**src/l2cache_config.svh**
```systemverilog
`ifndef L2CACHE_CONFIG_SVH
`define L2CACHE_CONFIG_SVH

// Cache geometry
`define L2_SETS 8
// Fixed at two ways, replacement uses one LRU bit per set
`define L2_WAYS 2

// Index and tag widths follow from the set count, one word per block
`define L2_IDX_BITS ($clog2(`L2_SETS))
`define L2_TAG_BITS (30 - `L2_IDX_BITS)

// Request queue entries, also the credits a requester starts with
`define L2_QUEUE_DEPTH 4

// Backing memory
`define L2_MEM_WORDS 256
`define L2_MEM_LATENCY 3 // Read issue to read data valid

`endif

```
**src/l2CachePkg.sv**
```systemverilog
package l2CachePkg;

    `include "l2cache_config.svh"

    typedef logic [31:0] addrT; // Byte address
    typedef logic [31:0] dataT;
    typedef logic [29:0] wordAddrT; // Byte address without the low two bits
    typedef logic [`L2_TAG_BITS-1:0] tagT;
    typedef logic [`L2_IDX_BITS-1:0] setIdxT;
    typedef logic [$clog2(`L2_WAYS)-1:0] wayT;
    typedef logic [2:0] sizeT; // funct3, 000 byte, 001 half, 010 word

    typedef struct packed {
        logic write;
        addrT addr;
        dataT data;
        sizeT size;
    } l2ReqT;

    typedef struct packed {
        dataT data; // Word after any store merge
        logic hit;
        logic write;
    } l2RespT;

    typedef struct packed {
        l2ReqT req;
        logic hit;
        wayT way; // Hit way, or the victim way on a miss
        logic evict; // Victim valid and dirty
        addrT victimAddr;
    } lookupT;

    typedef struct packed {
        logic write;
        wordAddrT wordAddr;
        dataT data;
    } memReqT;

    typedef enum logic [1:0] {
        idle,
        writeBack,
        refillWait,
        complete
    } dataStateT;

endpackage

```
**src/l2ReqQueue.sv**
```systemverilog
`include "l2cache_config.svh"

module l2ReqQueue
    import l2CachePkg::*;
(
    input  logic  clk,
    input  logic  rst,
    input  logic  reqValid,
    input  l2ReqT req,
    input  logic  qReady,
    output logic  credit,
    output logic  qValid,
    output l2ReqT qReq
);

    localparam int depth = `L2_QUEUE_DEPTH;
    localparam int ptrBits = (depth > 1) ? $clog2(depth) : 1;
    localparam int cntBits = $clog2(depth + 1);

    l2ReqT entries [depth];
    logic [ptrBits-1:0] wrPtr;
    logic [ptrBits-1:0] rdPtr;
    logic [cntBits-1:0] count;
    logic deq;

    assign qValid = (count != '0);
    assign qReq = entries[rdPtr];
    assign deq = qValid && qReady;

    // Requester never sends without a credit, so no full check here
    always_ff @(posedge clk or posedge rst) begin
        if (rst) begin
            wrPtr <= '0;
            rdPtr <= '0;
            count <= '0;
            credit <= 1'b0;
        end else begin
            credit <= deq; // One credit back per entry handed on
            if (reqValid) begin
                wrPtr <= (wrPtr == ptrBits'(depth - 1)) ? '0 : wrPtr + 1'b1;
            end
            if (deq) begin
                rdPtr <= (rdPtr == ptrBits'(depth - 1)) ? '0 : rdPtr + 1'b1;
            end
            case ({reqValid, deq})
                2'b10: count <= count + 1'b1;
                2'b01: count <= count - 1'b1;
                default: count <= count; // Both or neither
            endcase
        end
    end

    always_ff @(posedge clk) begin
        if (reqValid) begin
            entries[wrPtr] <= req;
        end
    end

endmodule

```
**config.mk**
```make
export PLATFORM = sky130hd
export DESIGN_NAME = l2ReqQueue
export DESIGN_NICKNAME = d
export VERILOG_FILES = /design/src/l2CachePkg.sv /design/src/l2ReqQueue.sv
export VERILOG_INCLUDE_DIRS = /design/src
export SDC_FILE = /design/constraint.sdc
export NUM_CORES = 1
export LEC_CHECK = 0
export ABC_AREA = 1
export BUFFER_PORTS_ARGS = -buffer_cell sky130_fd_sc_hd__buf_4
export CAP_MARGIN = 15
export CELL_PAD_IN_SITES_DETAIL_PLACEMENT = 2
export CELL_PAD_IN_SITES_GLOBAL_PLACEMENT = 2
export CORE_MARGIN = 2
export CORE_UTILIZATION = 41
export CTS_BUF_LIST = sky130_fd_sc_hd__clkbuf_4 sky130_fd_sc_hd__clkbuf_8
export CTS_CLUSTER_SIZE = 25
export DETAILED_ROUTE_END_ITERATION = 16
export HOLD_SLACK_MARGIN = 0.12
export PLACE_DENSITY_LB_ADDON = 0.1
export SLEW_MARGIN = 20
export SYNTH_ARGS = -nofsm -noshare
export SYNTH_HDL_FRONTEND = slang
export SYNTH_SLANG_ARGS = --single-unit
```
**constraint.sdc**
```tcl
create_clock -name clk -period 2.9 [get_ports clk]
set_input_delay 0.145 -clock clk [delete_from_list [all_inputs] [get_ports clk]]
set_output_delay 0.145 -clock clk [all_outputs]
set_load 0.05 [all_outputs]
```
==> flow_summary.ini <==
[status]
run_status = complete, no violations

[timing]
finalHoldViolCount = 0
rsz0062_at_grt = no
max_slew_margin_pct = 26.9
finalCritPeriodShare_pct = 91.2
fin_skew_ps = 17.3
max_freq_ghz = 0.378
slew_violations = 0
timing.final.crit_period_ps = 2640
worst_pin_slew_ps = 1100
setup_viol = 0
setup_tns_ps = 0

[final_layout]
area_delta_synth_final_pct = 27.8
fillers = 2581
mostFrequentLayoutCell = edfxtp_1
fin_area_sq_um = 14300
mostFrequentLayoutCells = edfxtp_1 (272), nand2_1 (219), buf_4 (152), inv_1 (147), o211ai_1 (136)
drive_gt1_share_pct = 20.9
nNetsFinal = 1164

[synthesis]
yosysWarnings = 0
synth_top_cell_area_share_pct = 73.1
synth_seq_cells = 280
ys_seq_area_share_pct = 74.9
synth_fp_nets = 930
syn_area_sq_um = 11200
yosysTopAreaCell = edfxtp_1
synthTopCellsByArea = edfxtp_1 (73%), o211ai_1 (9.1%), nand2_1 (7.4%)
yosysUniqueCellTypes = 18
synth_cells = 851
syn_avg_cell_area_sq_um = 13.1

[detailed_routing]
drtIter0Drc = 365
met3_length_microns = 1180
vias = 7457
wirelength_microns = 31700
wl_met1_microns = 12900
highest_layer = met4
drc = 0
dr_wl_met2_microns = 17100
drtPass1Iterations = 4
wl_per_cell_microns = 21.7
viasPerCell = 5.09
ant_nets = 0

[cts]
worstSkewPairLatency_ps = 560
clkTransAtPathRegs_ps = 60
numCtsBuffers = 47
postCtsSetupRepairBufs = 0
post_cts_resized = 0
cts_sinks = 280
clockBufferDepth = 3
cts.htree.levels = 2
cts_tree = yes
cts_root_buffer = clkbuf_8

[floorplanning]
pin_count = 142
die_y_microns = 169
die_area_sq_um = 28600
core-area_sq_um = 26900
fp-row-count = 60
initial_utilization_pct = 41.6
die_w_microns = 169

[worst_setup_path]
r2r-start = wrPtr[0]$_DFFE_PP0P_
endpoint_kind = primary output
cp_num_buf_inv = 2
crit_start = rdPtr[0]$_DFFE_PP0P_
slowest_stage = dfrtp_4
critical_path.most_common_cell = buf_4
path_cells = buf_4 -> o211ai_1 -> nand2_1 -> buf_4
path_delay_family = flip-flops
worstSetupPathType = flip-flop to primary output
crit_required_ps = 2760
critPathMaxFanout = 71
startpoint_type = flip-flop
critical-path-max-stage-delay_ps = 950
arrival_ps = 2500

[power_and_ir_drop]
power.leakage_uw = 0.00573
power_switching_share_pct = 44.2
power_uw = 16400
p_switching_uw = 7240
ir_drop_mv = 0.605
p_seq_share_pct = 34.5
p_per_area_nw_per_um2 = 1150
intPower_uw = 9130
clkPwrFrac_pct = 20.9
p_comb_share_pct = 44.5

[global_route]
grt_pass1_wl_microns = 48900
antenna_found_initial = 1
track_usage_pct = 22.5
grt.overflow.total = 0
first_global_vias = 8728
grt_max_degree = 72

[place]
place_hpwl_microns = 18100
portBuffers = 141
gp_congestion = 0.725
placed_area_sq_um = 12700

[min_path]
hold_path.startpoint = req[25]
holdCritPathClass = input pin to flip-flop

[job]
max-cap-violations = 0
-- per-stage QoR --
stage	util [%]	setup WS [ps]	cells	hold WS (ps)
2_1_floorplan	-	479	851	-39.3
3_3_place_gp	47.1	904	1305	131
3_5_place_dp	47.1	812	1305	141
4_1_cts	53.1	224	1463	308
5_1_grt	53.1	86.7	1464	309
6_report	53.1	255	1464	338
-- worst paths after layout --
check | cells after the start | slack [ps] | end
setup / recovery | 4 | 260 | qReq[34]
hold / removal | 2 | 340 | entries[1][25]$_DFFE_PP_
setup reg to reg | 4 | 850 | entries[3][11]$_DFFE_PP_
hold reg to reg | 2 | 470 | count[2]$_DFFE_PP0P_
max in group asynchronous | 4 | 1920 | rdPtr[0]$_DFFE_PP0P_
min in group asynchronous | 4 | 680 | count[0]$_DFFE_PP0P_
-- cells in the mapped netlist, drive strengths merged --
cell / n
edfxtp: 272
nand2: 219
inv: 152
o211ai: 136
buf: 39
dfrtp: 8
clkbuf: 7
ha: 6
nand3: 4
o21ai: 3
a21oi: 1
fa: 1
nand4: 1
nor2: 1
xnor2: 1
-- logic make-up (layout without fill, tap and decap cells) --
| family | Yosys count | count (layout) | share of synthesized area, % |
|---|---|---|---|
| compound gates | 140 | 140 | 9.32 |
| simple gates | 225 | 225 | 7.63 |
| other cells | 0 | 1 | 0 |
| buf+inv | 198 | 469 | 7.23 |
| xor+xnor | 1 | 1 | 0.0784 |
| flops | 280 | 280 | 74.9 |
| fa+ha+maj | 7 | 7 | 0.851 |
-- power by group through the flow --
stage | Combinational [uW] | Clock [uW] | Sequential [uW]
after floorplan | 4930 | 0 | 5530
after global placement | 6990 | 0 | 5660
after detailed placement | 7190 | 0 | 5730
after CTS | 7320 | 3490 | 5660
after global routing | 7760 | 3690 | 5720
final | 7290 | 3430 | 5650
-- flip-flops by register name (all words and copies together) (netlist names) --
| name | cells |
|---|---|
| rdPtr | 2 |
| count | 3 |
| entries | 272 |
| wrPtr | 2 |
| credit | 1 |
-- cell type report --
| type | instances | area, sq um | share of cell area (%) |
|---|---|---|---|
| clock inverters | 20 | 110 | 0.771 |
| repair buffers | 231 | 2000 | 14.0 |
| multi-input cells | 373 | 2000 | 14.0 |
| flip-flops and latches | 280 | 8370 | 58.6 |
| inverters | 152 | 576 | 4.03 |
| clock buffers | 66 | 796 | 5.57 |
| well taps | 341 | 427 | 2.99 |
| diodes | 1 | 2.50 | 0.0175 |
-- metal layers --
metal	vias up	global-route usage (%)
met4	0	6.84
met1	3821	26.2
li1	3421	-
met5	-	0
met3	40	3.76
met2	175	42.5
-- what timing repair did --
action	4_1_cts	5_1_grt
endpoints found under the hold margin	286	0
endpoints found under the setup margin	0	0
hold buffers	72	0
(Power assumes the default switching activity.)
