`src/l2cache_config.svh`:
```
`ifndef L2CACHE_CONFIG_SVH
`define L2CACHE_CONFIG_SVH

// Cache geometry
`define L2_SETS 8
// Fixed at two ways, replacement uses one LRU bit per set
`define L2_WAYS 2

// Index and tag widths follow from the set count, one word per block
`define L2_IDX_BITS ($clog2(`L2_SETS))
`define L2_TAG_BITS (30 - `L2_IDX_BITS)

// Request queue entries, also the credits a requester starts with
`define L2_QUEUE_DEPTH 4

// Backing memory
`define L2_MEM_WORDS 256
`define L2_MEM_LATENCY 3 // Read issue to read data valid

`endif

```
`src/l2CachePkg.sv`:
```
package l2CachePkg;

    `include "l2cache_config.svh"

    typedef logic [31:0] addrT; // Byte address
    typedef logic [31:0] dataT;
    typedef logic [29:0] wordAddrT; // Byte address without the low two bits
    typedef logic [`L2_TAG_BITS-1:0] tagT;
    typedef logic [`L2_IDX_BITS-1:0] setIdxT;
    typedef logic [$clog2(`L2_WAYS)-1:0] wayT;
    typedef logic [2:0] sizeT; // funct3, 000 byte, 001 half, 010 word

    typedef struct packed {
        logic write;
        addrT addr;
        dataT data;
        sizeT size;
    } l2ReqT;

    typedef struct packed {
        dataT data; // Word after any store merge
        logic hit;
        logic write;
    } l2RespT;

    typedef struct packed {
        l2ReqT req;
        logic hit;
        wayT way; // Hit way, or the victim way on a miss
        logic evict; // Victim valid and dirty
        addrT victimAddr;
    } lookupT;

    typedef struct packed {
        logic write;
        wordAddrT wordAddr;
        dataT data;
    } memReqT;

    typedef enum logic [1:0] {
        idle,
        writeBack,
        refillWait,
        complete
    } dataStateT;

endpackage

```
`src/l2TagLookup.sv`:
```
`include "l2cache_config.svh"

module l2TagLookup
    import l2CachePkg::*;
(
    input  logic   clk,
    input  logic   rst,
    input  logic   qValid,
    input  l2ReqT  qReq,
    input  logic   dataBusy,
    output logic   qReady,
    output logic   luValid,
    output lookupT lu
);

    localparam int sets = `L2_SETS;
    localparam int ways = `L2_WAYS;

    tagT tagArr [sets][ways];
    logic [ways-1:0] validArr [sets];
    logic [ways-1:0] dirtyArr [sets];
    wayT lruArr [sets]; // Way to replace next

    tagT reqTag;
    setIdxT reqSet;
    logic hit0;
    logic hit1;
    logic hit;
    wayT victim;
    wayT selWay;
    logic evict;
    addrT victimAddr;
    logic take;

    assign reqTag = qReq.addr[31:`L2_IDX_BITS+2];
    assign reqSet = qReq.addr[`L2_IDX_BITS+1:2];

    // Compare both ways of the indexed set
    assign hit0 = validArr[reqSet][0] && (tagArr[reqSet][0] == reqTag);
    assign hit1 = validArr[reqSet][1] && (tagArr[reqSet][1] == reqTag);
    assign hit = hit0 || hit1;

    assign victim = lruArr[reqSet];
    assign selWay = hit ? wayT'(hit1) : victim;
    assign evict = !hit && validArr[reqSet][victim] && dirtyArr[reqSet][victim];
    assign victimAddr = {tagArr[reqSet][victim], reqSet, 2'b00};

    // Stall while the data stage services a miss
    assign qReady = !dataBusy;
    assign take = qValid && qReady;

    always_ff @(posedge clk or posedge rst) begin
        if (rst) begin
            luValid <= 1'b0;
            for (int s = 0; s < sets; s++) begin
                validArr[s] <= '0;
                dirtyArr[s] <= '0;
                lruArr[s] <= '0;
            end
        end else begin
            if (!dataBusy) begin
                luValid <= qValid; // Held otherwise
            end
            if (take) begin
                lruArr[reqSet] <= ~selWay; // Point away from the used way
                if (hit) begin
                    if (qReq.write) begin
                        dirtyArr[reqSet][selWay] <= 1'b1;
                    end
                end else begin
                    validArr[reqSet][selWay] <= 1'b1;
                    dirtyArr[reqSet][selWay] <= qReq.write; // Loads install clean
                end
            end
        end
    end

    // Tag install and lookup result
    always_ff @(posedge clk) begin
        if (take) begin
            if (!hit) begin
                tagArr[reqSet][selWay] <= reqTag;
            end
            lu.req <= qReq;
            lu.hit <= hit;
            lu.way <= selWay;
            lu.evict <= evict;
            lu.victimAddr <= victimAddr;
        end
    end

endmodule

```
`config.mk`:
```
export PLATFORM = sky130hd
export DESIGN_NAME = l2TagLookup
export DESIGN_NICKNAME = d
export VERILOG_FILES = /design/src/l2CachePkg.sv /design/src/l2TagLookup.sv
export VERILOG_INCLUDE_DIRS = /design/src
export SDC_FILE = /design/constraint.sdc
export NUM_CORES = 1
export LEC_CHECK = 0
export BUFFER_PORTS_ARGS = -buffer_cell sky130_fd_sc_hd__buf_2
export CAP_MARGIN = 20
export CORE_MARGIN = 4
export CORE_UTILIZATION = 45
export DETAILED_ROUTE_END_ITERATION = 12
export PLACE_DENSITY = 0.69
export REMOVE_ABC_BUFFERS = 1
export SLEW_MARGIN = 20
export SYNTH_ARGS = -nofsm -noshare
export SYNTH_HDL_FRONTEND = slang
export SYNTH_SLANG_ARGS = --single-unit
```
`constraint.sdc`:
```
create_clock -name clk -period 4.27 [get_ports clk]
set_input_delay 0.427 -clock clk [delete_from_list [all_inputs] [get_ports clk]]
set_output_delay 0.427 -clock clk [all_outputs]
set_load 0.01 [all_outputs]
```
==> impl_metrics.py <==
metrics = {
    "synthesis": {
        "ys_warn_count": 0,
        "synth_area_leaders": "edfxtp_1, mux4_2, dfrtp_1",
        "synth_top_family_by_area": "multiplexers",
        "synth_xor_xnor_area_share_pct": 1.200,
        "ys_seq_area_share_pct": 74.90,
        "syn_area_per_cell_um2": 18.43,
        "yosys.area.top_type_share_pct": 70.36,
        "muxShareOfSynthArea_pct": 12.94,
        "synth_edf_count": 530,
        "synth-seq-cells": 571,
        "yosys.area_share.simple_pct": 4.127,
        "syn_area_um2": 22620,
        "synthCells": 1227,
        "synth_fa_ha_area_share_pct": 0,
        "synthFlopType": "edfxtp_1",
        "synthArstFlopShare_pct": 7.180,
        "yosysTopAreaCell": "edfxtp_1",
        "synth_compound_area_share_pct": 4.824,
        "ys_types": 62,
    },
    "timing": {
        "skew_ps": 15.44,
        "min_period_over_period_pct": 82.48,
        "fmax_mhz": 284.0,
        "tns_ps": 0,
        "rsz0062_at_grt": "false",
        "hold_violations": 0,
        "setup_viol": 0,
        "slew_headroom_pct": 21.49,
        "worst_pin_slew_ps": 1175,
        "finalCriticalPeriod_ps": 3522,
        "drv_slew": 0,
    },
    "setup_path": {
        "timing.rr.start": "tagArr[7][15]$_DFFE_PP_",
        "crit_path_start_kind": "input pin",
        "worstSetupStartpoint": "qReq[38]",
        "cp_max_fo": 28,
        "crit_path_top_delay_cell": "nor2_4",
        "crit_required_ps": 4490,
        "worstPathCellList": "buf_4 -> buf_12 -> buf_4 -> mux4_2 -> mux2i_1 -> xor2_1 -> nand3_1 -> nor4_1 -> nand4_2 -> nand4_2 -> nor2_4",
        "reg2reg_to": "tagArr[1][1]$_DFFE_PP_",
        "crit_arrival_ps": 3740,
        "reg2reg_depth": 10,
        "regToRegSetupSlack_ps": 780,
        "crit_type": "input pin to register",
        "end_kind": "register",
        "crit_path_max_incr_delay_ps": 990,
    },
    "worst_hold_path": {
        "min_from": "dataBusy",
        "min_path_type": "input pin to register",
        "min_path_cells": 3,
        "min_to": "luValid$_DFFE_PP0N_",
    },
    "layout": {
        "fin_util_pct": 55.96,
        "areaGrowthSynthToFinish_pct": 22.10,
        "final_nets": 1616,
        "drive_above_1_share_pct": 32.35,
        "antenna_cells": 0,
    },
    "routing": {
        "viasPerCell": 5.711,
        "num_vias": 12885,
        "drc": 0,
        "postRouteAntennaNets": 0,
        "wirelength_mm": 56.85,
        "drt-initial-drc-count": 1373,
        "wl_per_cell_um": 25.20,
        "drt-pass1-iter-count": 5,
    },
    "grt": {
        "grt_pass1_vias": 13049,
        "grt_pass1_wl_mm": 83.59,
        "grt_usage_pct": 20.84,
        "grt_max_degree": 68,
        "grt_overflow": 0,
        "grt_antenna_before_repair": 0,
    },
    "power_and_ir_drop": {
        "leakagePower_uw": 0.009707,
        "p_total_uw": 13200,
        "vdd_ir_drop_max_mv": 0.3045,
        "powerDensity_nw_per_um2": 478.0,
    },
    "clocking": {
        "cts_resized": 0,
        "cts_hold_buf": 38,
        "numCtsBuffers": 58,
        "cts_tree": "yes",
        "clkTransAtPathRegs_ps": 60,
        "post_cts_buffers": 0,
        "root_buffer": "clkbuf_16",
        "htree_levels": 2,
        "clock_path_buffers": 3,
        "clk_latency_ps": 610,
        "clock-sinks": 571,
    },
    "run_status": {
        "run_status": "completed",
    },
    "die": {
        "die_area_um2": 53920,
        "core_area_um2": 49360,
        "die_y_um": 232.2,
        "io_pins": 177,
        "fp.dieW_um": 232.2,
        "rows": 81,
        "initial_core_util_pct": 45.83,
    },
    "placement": {
        "io_buffer_count": 174,
        "gp_congestion": 0.8822,
        "hpwl_mm": 36.77,
    },
    "run": {
        "drv_cap": 0,
    },
}
[cell families (layout without fill, tap and decap cells)]
logic type | Yosys count | in the layout
AO/OA/AOI/OAI | 163 | 163
XOR/XNOR | 31 | 31
buffers and inverters | 74 | 438
flip-flops | 571 | 571
multiplexers | 217 | 217
other | 1 | 2
AND/OR/NAND/NOR | 170 | 170
[worst max path at each step]
stage	end	slack [ps]	cells after the start
after CTS	tagArr[3][10]$_DFFE_PP_	770	11
after detailed placement	tagArr[3][10]$_DFFE_PP_	130	11
after global routing	tagArr[1][1]$_DFFE_PP_	630	11
final	tagArr[1][1]$_DFFE_PP_	750	11
after floorplan	tagArr[1][0]$_DFFE_PP_	-700	5
after global placement	tagArr[3][19]$_DFFE_PP_	220	11
[placed cells by master, fill, tap and decap left out, drive strengths merged, types with 3 or more instances in the layout]
master	n
edfxtp	530
buf	277
mux2i	103
clkbuf	69
mux2	61
mux4	53
nor2	43
dfrtp	41
dlygate4sd3	38
a21oi	32
a22oi	30
nand2	30
clkinv	30
o22ai	27
o21ai	27
xor2	21
or3	19
or2	17
inv	16
nor3	15
a31oi	11
xnor2	10
nand3	8
and3	7
a211oi	7
nor4	7
nand4	7
nor2b	6
bufinv	6
a22o	5
o31ai	5
a221oi	4
nor4b	3
o211ai	3
a21boi	3
o21a	3
[per-stage QoR]
stage / cells / cell area [µm²] / hold slack (ps) / worst slack (ps)
2_1_floorplan: 1169 / 22230 / 427.8 / -703.9
3_5_place_dp: 2108 / 25330 / 449.8 / 131.3
5_1_grt: 2256 / 27620 / 37.80 / 627.6
4_1_cts: 2254 / 27560 / 6.209 / 772.1
6_report: 2256 / 27620 / 28.89 / 748.3
3_3_place_gp: 2108 / 25330 / 446.9 / 224.9
[final cells by class]
cell class / instances / area (µm²)
Timing Repair Buffer: 315 / 2564
Inverter: 15 / 61.31
Fill cell: 3780 / 21740
Tap cell: 664 / 830.8
Clock inverter: 39 / 354.1
Clock buffer: 69 / 1503
Multi-Input combinational cell: 583 / 5364
Sequential cell: 571 / 16940
[metal layers]
metal,vias up,wire length [µm],global-route usage (%)
met1,6703,23750,29.04
li1,5557,-,-
met5,-,0,0
met3,93,4668,4.895
met2,532,26970,33.41
met4,0,1459,5.436
[synth_stat cells, drive strengths merged (11+ instances only)]
library cell and number:
inv 14, mux2i 103, mux4 53, or2 17, nor2 43, xor2 21
nor3 15, a22oi 30, nand2 30, a31oi 11, or3 19, a21oi 32
mux2 61, o21ai 27, buf 49, dfrtp 41, edfxtp 530, o22ai 27
[power breakdown]
group	switching, µW	internal [µW]
Sequential	116	6480
Combinational	999	639
Clock	2100	2870
[sequential cells by signal, indices dropped and copies added (netlist names)]
signal / cells
lu: 98
lruArr: 8
tagArr: 432
validArr: 16
dirtyArr: 16
luValid: 1
[critical path: cells and delay by family]
| family | cells | cell delay, ps |
|---|---|---|
| simple gates | 5 | 1670 |
| buf+inv | 3 | 690 |
| xor+xnor | 1 | 160 |
| mux | 2 | 760 |
(Power assumes the default switching activity.)
